## config.mk

```make
export PLATFORM = sky130hd
export DESIGN_NAME = write_guard
export DESIGN_NICKNAME = d
export VERILOG_FILES = /design/src/verilog/write_guard_pkg.sv /design/src/verilog/aw_tracker.sv /design/src/verilog/b_response_checker.sv /design/src/verilog/fault_reporter.sv /design/src/verilog/w_burst_timer.sv /design/src/verilog/write_guard.sv
export VERILOG_INCLUDE_DIRS = /design/src /design/src/verilog
export SDC_FILE = /design/constraint.sdc
export NUM_CORES = 1
export LEC_CHECK = 0
export BUFFER_PORTS_ARGS = -buffer_cell sky130_fd_sc_hd__buf_2
export CORE_MARGIN = 10
export CORE_UTILIZATION = 50
export CTS_CLUSTER_SIZE = 8
export DETAILED_ROUTE_END_ITERATION = 10
export PLACE_DENSITY = 0.65
export SLEW_MARGIN = 20
export SYNTH_ARGS = -nofsm -noshare
export SYNTH_HDL_FRONTEND = slang
export SYNTH_HIERARCHICAL = 1
export SYNTH_SLANG_ARGS = --single-unit
```

## constraint.sdc

```tcl
create_clock -name clk_i -period 9.8 [get_ports clk_i]
set_input_delay 1.96 -clock clk_i [delete_from_list [all_inputs] [get_ports clk_i]]
set_output_delay 1.96 -clock clk_i [all_outputs]
set_load 0.05 [all_outputs]
```

## src/verilog/write_guard_config.svh

```systemverilog
`ifndef WRITE_GUARD_CONFIG_SVH
`define WRITE_GUARD_CONFIG_SVH

// AXI ID width
`define WG_ID_W 4

// Address width
`define WG_ADDR_W 32

// AW len field width
`define WG_LEN_W 8

// Width of budgets and cycle counters
`define WG_CNT_W 12

// Entries in each stage queue
`define WG_QUEUE_DEPTH 4

`endif

```

## src/verilog/write_guard_pkg.sv

```systemverilog
`default_nettype none

`include "write_guard_config.svh"

package write_guard_pkg;

  typedef logic [`WG_ID_W-1:0]   id_t;
  typedef logic [`WG_ADDR_W-1:0] addr_t;
  typedef logic [`WG_LEN_W-1:0]  len_t;
  typedef logic [`WG_CNT_W-1:0]  cnt_t;

  // Write record passed from stage to stage
  typedef struct packed {
    id_t   id;
    addr_t addr;
    len_t  len;
  } txn_rec_t;

  // Lower value wins when faults collide
  typedef enum logic [2:0] {
    FAULT_NONE,
    FAULT_AW_WAIT,
    FAULT_W_BURST,
    FAULT_B_WAIT,
    FAULT_UNWANTED_B,
    FAULT_OVERFLOW
  } fault_cause_e;

  typedef enum logic [1:0] {
    PHASE_IDLE,
    PHASE_ADDR,
    PHASE_DATA,
    PHASE_RESP
  } wr_phase_e;

endpackage

`default_nettype wire
```

## src/verilog/aw_tracker.sv

```systemverilog
`timescale 1ns/1ns
`default_nettype none

`include "write_guard_config.svh"

module aw_tracker (
  input  logic                      clk_i,
  input  logic                      rst_ni,
  input  logic                      aw_valid_i,
  input  logic                      aw_ready_i,
  input  write_guard_pkg::id_t      aw_id_i,
  input  write_guard_pkg::addr_t    aw_addr_i,
  input  write_guard_pkg::len_t     aw_len_i,
  input  write_guard_pkg::cnt_t     budget_aw_i,
  output logic                      rec_valid_o,
  input  logic                      rec_ready_i,
  output write_guard_pkg::txn_rec_t rec_o,
  output logic                      fault_o,
  output logic                      aw_overflow_o,
  output write_guard_pkg::addr_t    fault_addr_o
);
  import write_guard_pkg::*;

  localparam int unsigned queue_depth = `WG_QUEUE_DEPTH;
  localparam int unsigned ptr_w = $clog2(queue_depth);

  // Accepted AWs waiting for their W burst
  txn_rec_t         mem_q [queue_depth];
  logic [ptr_w-1:0] wr_ptr_q;
  logic [ptr_w-1:0] rd_ptr_q;
  logic [ptr_w:0]   count_q;

  cnt_t  wait_cnt_q;
  logic  timed_out_q;
  logic  fault_q;
  logic  overflow_q;
  addr_t fault_addr_q;

  logic aw_hs;
  logic aw_stall;
  logic push;
  logic pop;
  logic full;
  logic wait_fault;
  logic overflow;

  function automatic logic [ptr_w-1:0] ptr_inc(input logic [ptr_w-1:0] ptr);
    return (ptr == ptr_w'(queue_depth - 1)) ? '0 : ptr + 1'b1;
  endfunction

  assign aw_hs    = aw_valid_i && aw_ready_i;
  assign aw_stall = aw_valid_i && !aw_ready_i;
  assign pop      = rec_valid_o && rec_ready_i;
  assign full     = (count_q == (ptr_w + 1)'(queue_depth));

  // Fires once, on the stall cycle that takes the count past the budget
  assign wait_fault = aw_stall && !timed_out_q && (wait_cnt_q >= budget_aw_i);

  // A timed-out AW is dropped when it finally completes
  assign overflow = aw_hs && !timed_out_q && full && !pop;
  assign push     = aw_hs && !timed_out_q && !overflow;

  always_ff @(posedge clk_i or negedge rst_ni) begin
    if (!rst_ni) begin
      wait_cnt_q  <= '0;
      timed_out_q <= 1'b0;
      fault_q     <= 1'b0;
      overflow_q  <= 1'b0;
      wr_ptr_q    <= '0;
      rd_ptr_q    <= '0;
      count_q     <= '0;
    end else begin
      fault_q    <= wait_fault;
      overflow_q <= overflow;
      if (!aw_valid_i || aw_hs) begin
        wait_cnt_q  <= '0;
        timed_out_q <= 1'b0;
      end else if (!timed_out_q) begin
        wait_cnt_q  <= wait_cnt_q + 1'b1;
        timed_out_q <= wait_fault;
      end
      if (push) begin
        wr_ptr_q <= ptr_inc(wr_ptr_q);
      end
      if (pop) begin
        rd_ptr_q <= ptr_inc(rd_ptr_q);
      end
      case ({push, pop})
        2'b10:   count_q <= count_q + 1'b1;
        2'b01:   count_q <= count_q - 1'b1;
        default: count_q <= count_q;
      endcase
    end
  end

  always_ff @(posedge clk_i) begin
    if (push) begin
      mem_q[wr_ptr_q] <= '{id: aw_id_i, addr: aw_addr_i, len: aw_len_i};
    end
    if (wait_fault || overflow) begin
      fault_addr_q <= aw_addr_i;
    end
  end

  assign rec_valid_o   = (count_q != '0);
  assign rec_o         = mem_q[rd_ptr_q];
  assign fault_o       = fault_q;
  assign aw_overflow_o = overflow_q;
  assign fault_addr_o  = fault_addr_q;

endmodule

`default_nettype wire

```

## src/verilog/b_response_checker.sv

```systemverilog
`timescale 1ns/1ns
`default_nettype none

`include "write_guard_config.svh"

module b_response_checker (
  input  logic                         clk_i,
  input  logic                         rst_ni,
  input  logic                         b_valid_i,
  input  logic                         b_ready_i,
  input  write_guard_pkg::id_t         b_id_i,
  input  write_guard_pkg::cnt_t        budget_b_i,
  input  logic                         rec_valid_i,
  output logic                         rec_ready_o,
  input  write_guard_pkg::txn_rec_t    rec_i,
  output logic                         fault_o,
  output write_guard_pkg::fault_cause_e fault_cause_o,
  output write_guard_pkg::addr_t       fault_addr_o
);
  import write_guard_pkg::*;

  localparam int unsigned depth = `WG_QUEUE_DEPTH;
  localparam int unsigned idx_w = $clog2(depth);

  wr_phase_e    phase_q [depth];
  cnt_t         age_q [depth];
  txn_rec_t     rec_q [depth];
  logic         fault_q;
  fault_cause_e cause_q;
  addr_t        fault_addr_q;

  logic             b_hs;
  logic             hit;
  logic [idx_w-1:0] hit_idx;
  cnt_t             hit_age;
  logic             free_found;
  logic [idx_w-1:0] free_idx;
  logic [depth-1:0] tmo;
  addr_t            tmo_addr;
  logic             absorb;
  logic             alloc;
  logic             unwanted;

  assign b_hs = b_valid_i && b_ready_i;

  always_comb begin
    hit        = 1'b0;
    hit_idx    = '0;
    hit_age    = '0;
    free_found = 1'b0;
    free_idx   = '0;
    tmo_addr   = '0;
    // Oldest pending entry with the response ID
    for (int i = 0; i < depth; i++) begin
      if ((phase_q[i] == PHASE_RESP) && (rec_q[i].id == b_id_i) &&
          (!hit || age_q[i] > hit_age)) begin
        hit     = 1'b1;
        hit_idx = idx_w'(i);
        hit_age = age_q[i];
      end
    end
    for (int i = depth - 1; i >= 0; i--) begin
      tmo[i] = (phase_q[i] == PHASE_RESP) && (age_q[i] >= budget_b_i) &&
               !(b_hs && hit && (hit_idx == idx_w'(i)));
      if (phase_q[i] == PHASE_IDLE) begin
        free_found = 1'b1;
        free_idx   = idx_w'(i);
      end
      if (tmo[i]) begin
        tmo_addr = rec_q[i].addr;
      end
    end
  end

  // B may complete in the cycle its record arrives
  assign absorb      = b_hs && !hit && rec_valid_i && (rec_i.id == b_id_i);
  assign rec_ready_o = free_found || absorb;
  assign alloc       = rec_valid_i && free_found && !absorb;
  assign unwanted    = b_hs && !hit && !absorb;

  always_ff @(posedge clk_i or negedge rst_ni) begin
    if (!rst_ni) begin
      for (int i = 0; i < depth; i++) begin
        phase_q[i] <= PHASE_IDLE;
        age_q[i]   <= '0;
      end
      fault_q <= 1'b0;
    end else begin
      fault_q <= (|tmo) || unwanted;
      for (int i = 0; i < depth; i++) begin
        if (alloc && (free_idx == idx_w'(i))) begin
          phase_q[i] <= PHASE_RESP;
          age_q[i]   <= '0;
        end else if ((b_hs && hit && (hit_idx == idx_w'(i))) || tmo[i]) begin
          phase_q[i] <= PHASE_IDLE;
        end else if (phase_q[i] == PHASE_RESP) begin
          age_q[i] <= age_q[i] + 1'b1;
        end
      end
    end
  end

  always_ff @(posedge clk_i) begin
    if (alloc) begin
      rec_q[free_idx] <= rec_i;
    end
    // A wait fault outranks an unwanted response
    if (|tmo) begin
      cause_q      <= FAULT_B_WAIT;
      fault_addr_q <= tmo_addr;
    end else if (unwanted) begin
      cause_q      <= FAULT_UNWANTED_B;
      fault_addr_q <= '0;
    end
  end

  assign fault_o       = fault_q;
  assign fault_cause_o = cause_q;
  assign fault_addr_o  = fault_addr_q;

endmodule

`default_nettype wire

```

## src/verilog/fault_reporter.sv

```systemverilog
`timescale 1ns/1ns
`default_nettype none

module fault_reporter (
  input  logic                          clk_i,
  input  logic                          rst_ni,
  input  logic                          clear_i,
  input  logic                          aw_fault_i,
  input  logic                          aw_overflow_i,
  input  write_guard_pkg::addr_t        aw_fault_addr_i,
  input  logic                          w_fault_i,
  input  write_guard_pkg::addr_t        w_fault_addr_i,
  input  logic                          b_fault_i,
  input  write_guard_pkg::fault_cause_e b_fault_cause_i,
  input  write_guard_pkg::addr_t        b_fault_addr_i,
  output logic                          reset_req_o,
  output logic                          irq_o,
  output write_guard_pkg::fault_cause_e fault_cause_o,
  output write_guard_pkg::addr_t        fault_addr_o
);
  import write_guard_pkg::*;

  fault_cause_e sel_cause;
  addr_t        sel_addr;
  logic         latch;

  logic         reset_req_q;
  logic         irq_q;
  fault_cause_e cause_q;
  addr_t        addr_q;

  // Fixed priority in enum order
  always_comb begin
    sel_cause = FAULT_NONE;
    sel_addr  = '0;
    if (aw_fault_i) begin
      sel_cause = FAULT_AW_WAIT;
      sel_addr  = aw_fault_addr_i;
    end else if (w_fault_i) begin
      sel_cause = FAULT_W_BURST;
      sel_addr  = w_fault_addr_i;
    end else if (b_fault_i) begin
      sel_cause = b_fault_cause_i;
      sel_addr  = b_fault_addr_i;
    end else if (aw_overflow_i) begin
      sel_cause = FAULT_OVERFLOW;
      sel_addr  = aw_fault_addr_i;
    end
  end

  // Only the first fault is kept until software clears it
  assign latch = (sel_cause != FAULT_NONE) && !reset_req_q;

  always_ff @(posedge clk_i or negedge rst_ni) begin
    if (!rst_ni) begin
      reset_req_q <= 1'b0;
      irq_q       <= 1'b0;
      cause_q     <= FAULT_NONE;
      addr_q      <= '0;
    end else begin
      irq_q <= latch;
      if (latch) begin
        reset_req_q <= 1'b1;
        cause_q     <= sel_cause;
        addr_q      <= sel_addr;
      end else if (clear_i) begin
        reset_req_q <= 1'b0;
        cause_q     <= FAULT_NONE;
      end
    end
  end

  assign reset_req_o   = reset_req_q;
  assign irq_o         = irq_q;
  assign fault_cause_o = cause_q;
  assign fault_addr_o  = addr_q;

endmodule

`default_nettype wire

```

## src/verilog/w_burst_timer.sv

```systemverilog
`timescale 1ns/1ns
`default_nettype none

module w_burst_timer (
  input  logic                      clk_i,
  input  logic                      rst_ni,
  input  logic                      w_valid_i,
  input  logic                      w_ready_i,
  input  logic                      w_last_i,
  input  write_guard_pkg::cnt_t     budget_beat_i,
  input  logic                      rec_valid_i,
  output logic                      rec_ready_o,
  input  write_guard_pkg::txn_rec_t rec_i,
  output logic                      rec_valid_o,
  input  logic                      rec_ready_i,
  output write_guard_pkg::txn_rec_t rec_o,
  output logic                      fault_o,
  output write_guard_pkg::addr_t    fault_addr_o
);
  import write_guard_pkg::*;

  // Wide enough for budget times 256 beats
  localparam int unsigned allow_w = $bits(cnt_t) + $bits(len_t) + 1;

  wr_phase_e          state_q;
  wr_phase_e          state_d;
  txn_rec_t           rec_q;
  logic [allow_w-1:0] allow_q;
  logic [allow_w-1:0] beat_cnt_q;
  logic               fault_q;
  addr_t              fault_addr_q;

  logic w_beat;
  logic slot_free;
  logic take;
  logic timeout;

  assign w_beat = w_valid_i && w_ready_i;

  // The held record may leave in the same cycle that the next burst starts
  assign slot_free   = (state_q == PHASE_IDLE) || ((state_q == PHASE_RESP) && rec_ready_i);
  assign rec_ready_o = slot_free && w_beat;
  assign take        = rec_ready_o && rec_valid_i;

  assign timeout = (state_q == PHASE_DATA) && !(w_beat && w_last_i) && (beat_cnt_q >= allow_q);

  always_comb begin
    state_d = state_q;
    case (state_q)
      PHASE_DATA: begin
        if (timeout) begin
          state_d = PHASE_IDLE;
        end else if (w_beat && w_last_i) begin
          state_d = PHASE_RESP;
        end
      end
      PHASE_RESP: begin
        if (rec_ready_i) begin
          state_d = PHASE_IDLE;
        end
      end
      default: state_d = PHASE_IDLE;
    endcase
    // Single-beat bursts go straight to the response phase
    if (take) begin
      state_d = w_last_i ? PHASE_RESP : PHASE_DATA;
    end
  end

  always_ff @(posedge clk_i or negedge rst_ni) begin
    if (!rst_ni) begin
      state_q    <= PHASE_IDLE;
      beat_cnt_q <= '0;
      fault_q    <= 1'b0;
    end else begin
      state_q <= state_d;
      fault_q <= timeout;
      if (take) begin
        beat_cnt_q <= '0;
      end else if (state_q == PHASE_DATA) begin
        beat_cnt_q <= beat_cnt_q + 1'b1;
      end
    end
  end

  always_ff @(posedge clk_i) begin
    if (take) begin
      rec_q   <= rec_i;
      allow_q <= allow_w'(budget_beat_i) * (allow_w'(rec_i.len) + 1'b1);
    end
    if (timeout) begin
      fault_addr_q <= rec_q.addr;
    end
  end

  assign rec_valid_o  = (state_q == PHASE_RESP);
  assign rec_o        = rec_q;
  assign fault_o      = fault_q;
  assign fault_addr_o = fault_addr_q;

endmodule

`default_nettype wire

```

## src/verilog/write_guard.sv

```systemverilog
`timescale 1ns/1ns
`default_nettype none

module write_guard (
  input  logic                          clk_i,
  input  logic                          rst_ni,
  input  logic                          aw_valid_i,
  input  logic                          aw_ready_i,
  input  write_guard_pkg::id_t          aw_id_i,
  input  write_guard_pkg::addr_t        aw_addr_i,
  input  write_guard_pkg::len_t         aw_len_i,
  input  logic                          w_valid_i,
  input  logic                          w_ready_i,
  input  logic                          w_last_i,
  input  logic                          b_valid_i,
  input  logic                          b_ready_i,
  input  write_guard_pkg::id_t          b_id_i,
  input  write_guard_pkg::cnt_t         budget_aw_i,
  input  write_guard_pkg::cnt_t         budget_beat_i,
  input  write_guard_pkg::cnt_t         budget_b_i,
  input  logic                          clear_i,
  output logic                          reset_req_o,
  output logic                          irq_o,
  output write_guard_pkg::fault_cause_e fault_cause_o,
  output write_guard_pkg::addr_t        fault_addr_o
);
  import write_guard_pkg::*;

  // Address stage to data stage
  logic     aw_rec_valid;
  logic     aw_rec_ready;
  txn_rec_t aw_rec;
  logic     aw_fault;
  logic     aw_overflow;
  addr_t    aw_fault_addr;

  // Data stage to response stage
  logic     w_rec_valid;
  logic     w_rec_ready;
  txn_rec_t w_rec;
  logic     w_fault;
  addr_t    w_fault_addr;

  logic         b_fault;
  fault_cause_e b_fault_cause;
  addr_t        b_fault_addr;

  aw_tracker u_aw_tracker (
    .clk_i         (clk_i),
    .rst_ni        (rst_ni),
    .aw_valid_i    (aw_valid_i),
    .aw_ready_i    (aw_ready_i),
    .aw_id_i       (aw_id_i),
    .aw_addr_i     (aw_addr_i),
    .aw_len_i      (aw_len_i),
    .budget_aw_i   (budget_aw_i),
    .rec_valid_o   (aw_rec_valid),
    .rec_ready_i   (aw_rec_ready),
    .rec_o         (aw_rec),
    .fault_o       (aw_fault),
    .aw_overflow_o (aw_overflow),
    .fault_addr_o  (aw_fault_addr)
  );

  w_burst_timer u_w_burst_timer (
    .clk_i         (clk_i),
    .rst_ni        (rst_ni),
    .w_valid_i     (w_valid_i),
    .w_ready_i     (w_ready_i),
    .w_last_i      (w_last_i),
    .budget_beat_i (budget_beat_i),
    .rec_valid_i   (aw_rec_valid),
    .rec_ready_o   (aw_rec_ready),
    .rec_i         (aw_rec),
    .rec_valid_o   (w_rec_valid),
    .rec_ready_i   (w_rec_ready),
    .rec_o         (w_rec),
    .fault_o       (w_fault),
    .fault_addr_o  (w_fault_addr)
  );

  b_response_checker u_b_response_checker (
    .clk_i         (clk_i),
    .rst_ni        (rst_ni),
    .b_valid_i     (b_valid_i),
    .b_ready_i     (b_ready_i),
    .b_id_i        (b_id_i),
    .budget_b_i    (budget_b_i),
    .rec_valid_i   (w_rec_valid),
    .rec_ready_o   (w_rec_ready),
    .rec_i         (w_rec),
    .fault_o       (b_fault),
    .fault_cause_o (b_fault_cause),
    .fault_addr_o  (b_fault_addr)
  );

  fault_reporter u_fault_reporter (
    .clk_i           (clk_i),
    .rst_ni          (rst_ni),
    .clear_i         (clear_i),
    .aw_fault_i      (aw_fault),
    .aw_overflow_i   (aw_overflow),
    .aw_fault_addr_i (aw_fault_addr),
    .w_fault_i       (w_fault),
    .w_fault_addr_i  (w_fault_addr),
    .b_fault_i       (b_fault),
    .b_fault_cause_i (b_fault_cause),
    .b_fault_addr_i  (b_fault_addr),
    .reset_req_o     (reset_req_o),
    .irq_o           (irq_o),
    .fault_cause_o   (fault_cause_o),
    .fault_addr_o    (fault_addr_o)
  );

endmodule

`default_nettype wire

```

## After elaboration in Yosys (flattened, before gate mapping)

Memory sizes are Yosys's and may differ from the RTL's.
Cells that the tools add are included.

| operators by class | value |
|---|---|
| eq/ne operators | 29 |
| multipliers | 1 |
| add/sub/neg operators | 11 |
| multiplexer cells | 75 |
| reductions and logical operators | 102 |
| order comparisons | 9 |

Operators by type and width:

| kind | count |
|---|---|
| $mux W32 | 10 |
| $mux W12 | 17 |
| $add A12 B1 Y12 const B | 5 |
| $ge A12 B12 Y1 | 5 |
| $logic_and A1 B1 Y1 | 47 |
| $mux W21 | 2 |
| $mux W2 | 20 |
| $gt A12 B12 Y1 | 3 |
| $eq A2 B2 Y1 const B | 13 |
| $reduce_bool A2 Y1 | 12 |
| $add A21 B1 Y21 const B | 1 |
| $ge A21 B21 Y1 | 1 |
| $mul A12 B21 Y21 | 1 |
| $eq A4 B4 Y1 | 5 |
| $mux W1 | 18 |
| $mux W3 | 6 |
| $logic_not A1 Y1 | 16 |
| $logic_not A2 Y1 | 7 |
| $logic_or A1 B1 Y1 | 12 |
| $reduce_and A2 Y1 | 5 |
| $add A8 B1 Y9 const B | 1 |
| $ne A2 B1 Y1 const B | 4 |
| $eq A2 B1 Y1 const B | 3 |
| $pmux W3 S2 | 1 |
| 10 further kinds | 12 |

| storage, ports and cells | value |
|---|---|
| memories kept | 2 |
| bits of input ports | 94 |
| register bits | 304 |
| word-level logic and storage cells | 260 |
| bits in writable memories | 352 |

Memory list:

| name | depth | bits a word | read ports | clocked after Yosys merged registers in | write ports | RTL line | RTL |
|---|---|---|---|---|---|---|---|
| u_aw_tracker.mem_q | 4 | 44 | 1 | 0 | 1 | aw_tracker.sv:28 | `txn_rec_t mem_q [queue_depth];` |
| u_b_response_checker.rec_q | 4 | 44 | 4 | 0 | 1 | b_response_checker.sv:27 | `txn_rec_t rec_q [depth];` |

## Longest topological paths before layout

An unclocked memory read counts as a cell.

| logic depth | value |
|---|---|
| word-level depth | 31 |
| mapped depth | 37 |

## Modules after synthesis

Netlist, hierarchy kept.

By module, submodules not included:

| module | area each (µm²) | times used | cells each |
|---|---|---|---|
| b_response_checker | 11856.4 | 1 | 990 |
| aw_tracker | 8775.9 | 1 | 415 |
| w_burst_timer | 8145.3 | 1 | 710 |
| fault_reporter | 2069.5 | 1 | 212 |

## Least setup slack after synthesis

No wires, ideal clock.

| timing path | value |
|---|---|
| path type | input port to flip-flop |
| start point | in b_id_i[2] |
| end point | reg u_b_response_checker.fault_addr_q[0], in the netlist u_b_response_checker/fault_addr_o[0] (enable) |
| setup slack | -0.301 ns |
| required time | 9.314 ns |
| setup time | 0.486 ns |
| path buffers | 7 |
| stages | 36 |
| arrival time | 9.615 ns |
| cell sequence | buf_6 -> xor2_1 -> nor3_1 -> and4b_1 -> buf_2 -> clkbuf_1 -> nand2_1 -> ha_1 -> nor2b_1 -> o211ai_1 -> a21o_1 -> a31oi_1 -> o21a_1 -> buf_2 -> buf_1 -> nor2_1 -> a21oi_1 -> ha_1 -> a211oi_1 -> nor2_1 -> or3_1 -> o21a_1 -> o21ai_1 -> clkbuf_1 -> nor2_1 -> a21o_1 -> ha_1 -> and4_1 -> nand2_1 -> a21oi_1 -> a211oi_1 -> o221ai_2 -> nand3_1 -> buf_2 -> o2111ai_1 -> nand2b_1 |

| between the ends | value |
|---|---|
| cells in the longest elaborated chain, start to end | 22 |

RTL lines:

| item | RTL line | RTL |
|---|---|---|
| start: declaration | write_guard.sv:17 | `input write_guard_pkg::id_t b_id_i,` |
| branches (longest 21 deep; another with $gt A12 B12 Y1) | - |  |
| $reduce_bool A2 Y1 (no source line) * | - |  |
| end signal: assignment | b_response_checker.sv:110 | `fault_addr_q <= tmo_addr;` |
| end: declaration | b_response_checker.sv:30 | `addr_t fault_addr_q;` |

Every way passes the cells marked *.
A chain may end at the register's enable or synchronous reset.

## Worst setup path in the final report

| timing path | value |
|---|---|
| start point | in b_id_i[2] |
| end point | reg u_b_response_checker.fault_addr_q[28], in the netlist u_b_response_checker/fault_addr_o[28] (data pin) |

| between the ends | value |
|---|---|
| cells in the longest elaborated chain, start to end | 24 |

RTL lines:

| item | RTL line | RTL |
|---|---|---|
| $eq A4 B4 Y1 | b_response_checker.sv:55 | `if ((phase_q[i] == PHASE_RESP) && (rec_q[i].id == b_id_i) &&` |
| $logic_and A1 B1 Y1 | b_response_checker.sv:55 |  |
| $mux W12 or $mux W1 (tied branches) | b_response_checker.sv:55 |  |
| $gt A12 B12 Y1 or $logic_not A1 Y1 (tied branches) | b_response_checker.sv:56 | `(!hit \|\| age_q[i] > hit_age)) begin` |
| $logic_or A1 B1 Y1 | b_response_checker.sv:56 |  |
| $logic_and A1 B1 Y1 | b_response_checker.sv:55 |  |
| $mux W12 or $mux W1 (tied branches) | b_response_checker.sv:55 |  |
| $gt A12 B12 Y1 or $logic_not A1 Y1 (tied branches) | b_response_checker.sv:56 |  |
| (+5 left out) | - |  |
| $logic_and A1 B1 Y1 | b_response_checker.sv:55 |  |
| $mux W2 or $mux W1 (tied branches) | b_response_checker.sv:55 |  |
| $eq A2 B2 Y1 or $logic_and A1 B1 Y1 (tied branches) | b_response_checker.sv:64 | `!(b_hs && hit && (hit_idx == idx_w'(i)));` |
| $logic_and A1 B1 Y1 | b_response_checker.sv:64 |  |
| $logic_not A1 Y1 | b_response_checker.sv:64 |  |
| $logic_and A1 B1 Y1 | b_response_checker.sv:63 | `tmo[i] = (phase_q[i] == PHASE_RESP) && (age_q[i] >= budget_b_i) &&` |
| $mux W32 (4 in a row) | b_response_checker.sv:69 | `if (tmo[i]) begin` |
| $mux W32 * | b_response_checker.sv:108 | `if (\|tmo) begin` |

Every way passes the cells marked *; elsewhere a longest branch is shown, timed or not.

==> impl_results.md <==
- Buf/Inv on CP: 5
- Clk Latency, worst-skew pair: 640 ps
- WS Path Type: input port to flip-flop
- Initial Util: 50.6%
- Post-DRT Antenna Nets: 0
- Synth Area per Inst: 13.2 um^2
- Global Route Usage Sum: 20.9%
- Post-route minimum period: 9190 ps
- Vias per cell: 5.75
- Total power: 13100 uW
- Critical Path Max Stage Delay: 680 ps
- Worst Path Max Fanout: 21
- Commonest non-fill, non-tap cell in the layout: edfxtp_1
- Clock slew at reported path FFs: 50 ps
- Width of the die: 267 um
- Slowest CP cell: o31ai_4
- Lkg Pwr: 0.0138 uW
- I/O pins: 131
- Global-route wire length before repair: 116000 um
- Slew margin rel.: 28.2%
- Count of pins over their slew limit: 0
- Setup Buffers After CTS: 0
- Post-synth net total: 2655
- MaxCap Viol Count: 0
- Largest net degree at the start of global routing: 80
- Total clock sinks: 611
- Placed cell area: 0.0322 mm^2
- Num rows: 90
- # H-tree levels: 3
- Post-CTS Resized: 0
- Achievable Freq: 109 MHz
- Crit. End Element: flip-flop
- Cell area after synthesis: 0.0306 mm^2
- P&R area growth vs syn: 13.8%
- P per Cell Area: 377 mW/mm^2
- WL final: 73800 um
- Clk buf depth: 3
- DRC Markers: 0
- CP arrival: 9520 ps
- NumNets Final: 2815
- Via count: 19200
- Min Hold Slack: 481 ps
- Worst endpoint required time: 10130 ps
- Antenna violations before repair: 10
- Die area: 0.0715 mm^2
- TritonCTS clock tree: done
- Register-to-Register Setup Slack: 1530 ps
- Vias in the first global route: 20100
- Outcome: finished clean
- Total CTS buffers: 86
- RSZ-0062 raised after global routing: false
- Layout cell share with drive strength beyond 1: 14.7%
- Final TNS setup: 0 ps
- Top Family by Delay on Critical Path: compound AO/OA/AOI/OAI gates
- Final Cell Area: 0.0348 mm^2
- Die Y: 267 um
- Clk root buf: clkbuf_16
- Grt ovf: 0
- Finished Core Util: 57.6%
- Core area: 0.0605 mm^2
- Final Hold Fails: 0
- Most frequent cells in the layout: 473 x edfxtp_1, 182 x inv_1, 170 x ha_1, 157 x nor2_1, 134 x dfrtp_1
- Drt wl/cell: 22.1 um
- Final GP Congestion: 0.869
- Least-Margin Pin Slew: 1070 ps
- Max Clock Skew: 50.0 ps
- IO Port Bufs: 130
- Yosys warns: 6
- CTS Hold Bufs: 0
- Dpl hpwl: 49300 um
- Drt first pass iters: 5
- Final period util: 93.8%
- Worst vdd rail ir drop: 0.000730 V
- N_diodes: 0
- Setup violators final: 0
- Crit start category: input port
- Tightest Hold Check Type: flip-flop to flip-flop
- Synth Instances: 2319
- Drt first-iter violations: 1310
- Critical Path Most Common Cell: buf_4
[final cells by class]
cell class,instances,area [um^2]
Tap cell,782,978
Sequential cell,611,17600
Clock buffer,156,2460
Timing Repair Buffer,167,1010
Multi-Input combinational cell,1429,11900
Clock inverter,5,126
Inverter,184,691
Fill cell,4766,25700
[report_power, final]
part,switching [uW],internal (uW)
clock network,1090,1690
logic,3790,2690
registers,317,3540
total,5200,7920
[registers in the layout, indices dropped and copies added, names as in the netlist, 12 cells and up]
| signal | count |
|---|---|
| u_aw_tracker/mem_q | 176 |
| u_b_response_checker/rec_q | 144 |
| u_b_response_checker/age_q | 48 |
| u_w_burst_timer/rec_o | 36 |
| u_aw_tracker/fault_addr_o | 32 |
| u_b_response_checker/fault_addr_o | 32 |
| u_fault_reporter/fault_addr_o | 32 |
| u_w_burst_timer/fault_addr_o | 32 |
| u_w_burst_timer/allow_q | 21 |
| u_w_burst_timer/beat_cnt_q | 21 |
| u_aw_tracker/wait_cnt_q | 12 |
[through the flow]
stage | setup slack (ps) | cells
6_report | 607 | 3334
3_3_place_gp | 273 | 3171
3_5_place_dp | 33.7 | 3171
2_1_floorplan | 3.01 | 2319
5_1_grt | 12.9 | 3334
4_1_cts | 631 | 3332
[per-layer routing]
metal	global-route usage [%]	share of wire (%)	vias to the layer above
met2	34.9	49	547
met1	27.6	43	9608
li1	-	-	8871
met4	6.53	2.4	12
met5	0	0.093	-
met3	3.60	5.7	132
[path summary, 6_finish.rpt]
| path | startpoint | end | depth (start not counted) |
|---|---|---|---|
| setup / recovery | b_id_i[2] | u_b_response_checker/fault_addr_o[28] | 33 |
| hold / removal | u_w_burst_timer/rec_o[33] | u_w_burst_timer/fault_addr_o[25] | 0 |
| setup reg to reg | u_b_response_checker/phase_q[6] | u_b_response_checker/fault_addr_o[28] | 32 |
| hold reg to reg | u_w_burst_timer/rec_o[33] | u_w_burst_timer/fault_addr_o[25] | 0 |
| max in group asynchronous | rst_ni | u_aw_tracker/wait_cnt_q[9] | 3 |
| min in group asynchronous | rst_ni | u_b_response_checker/age_q[46] | 1 |
Note: power is estimated with default switching activity, not from simulation.
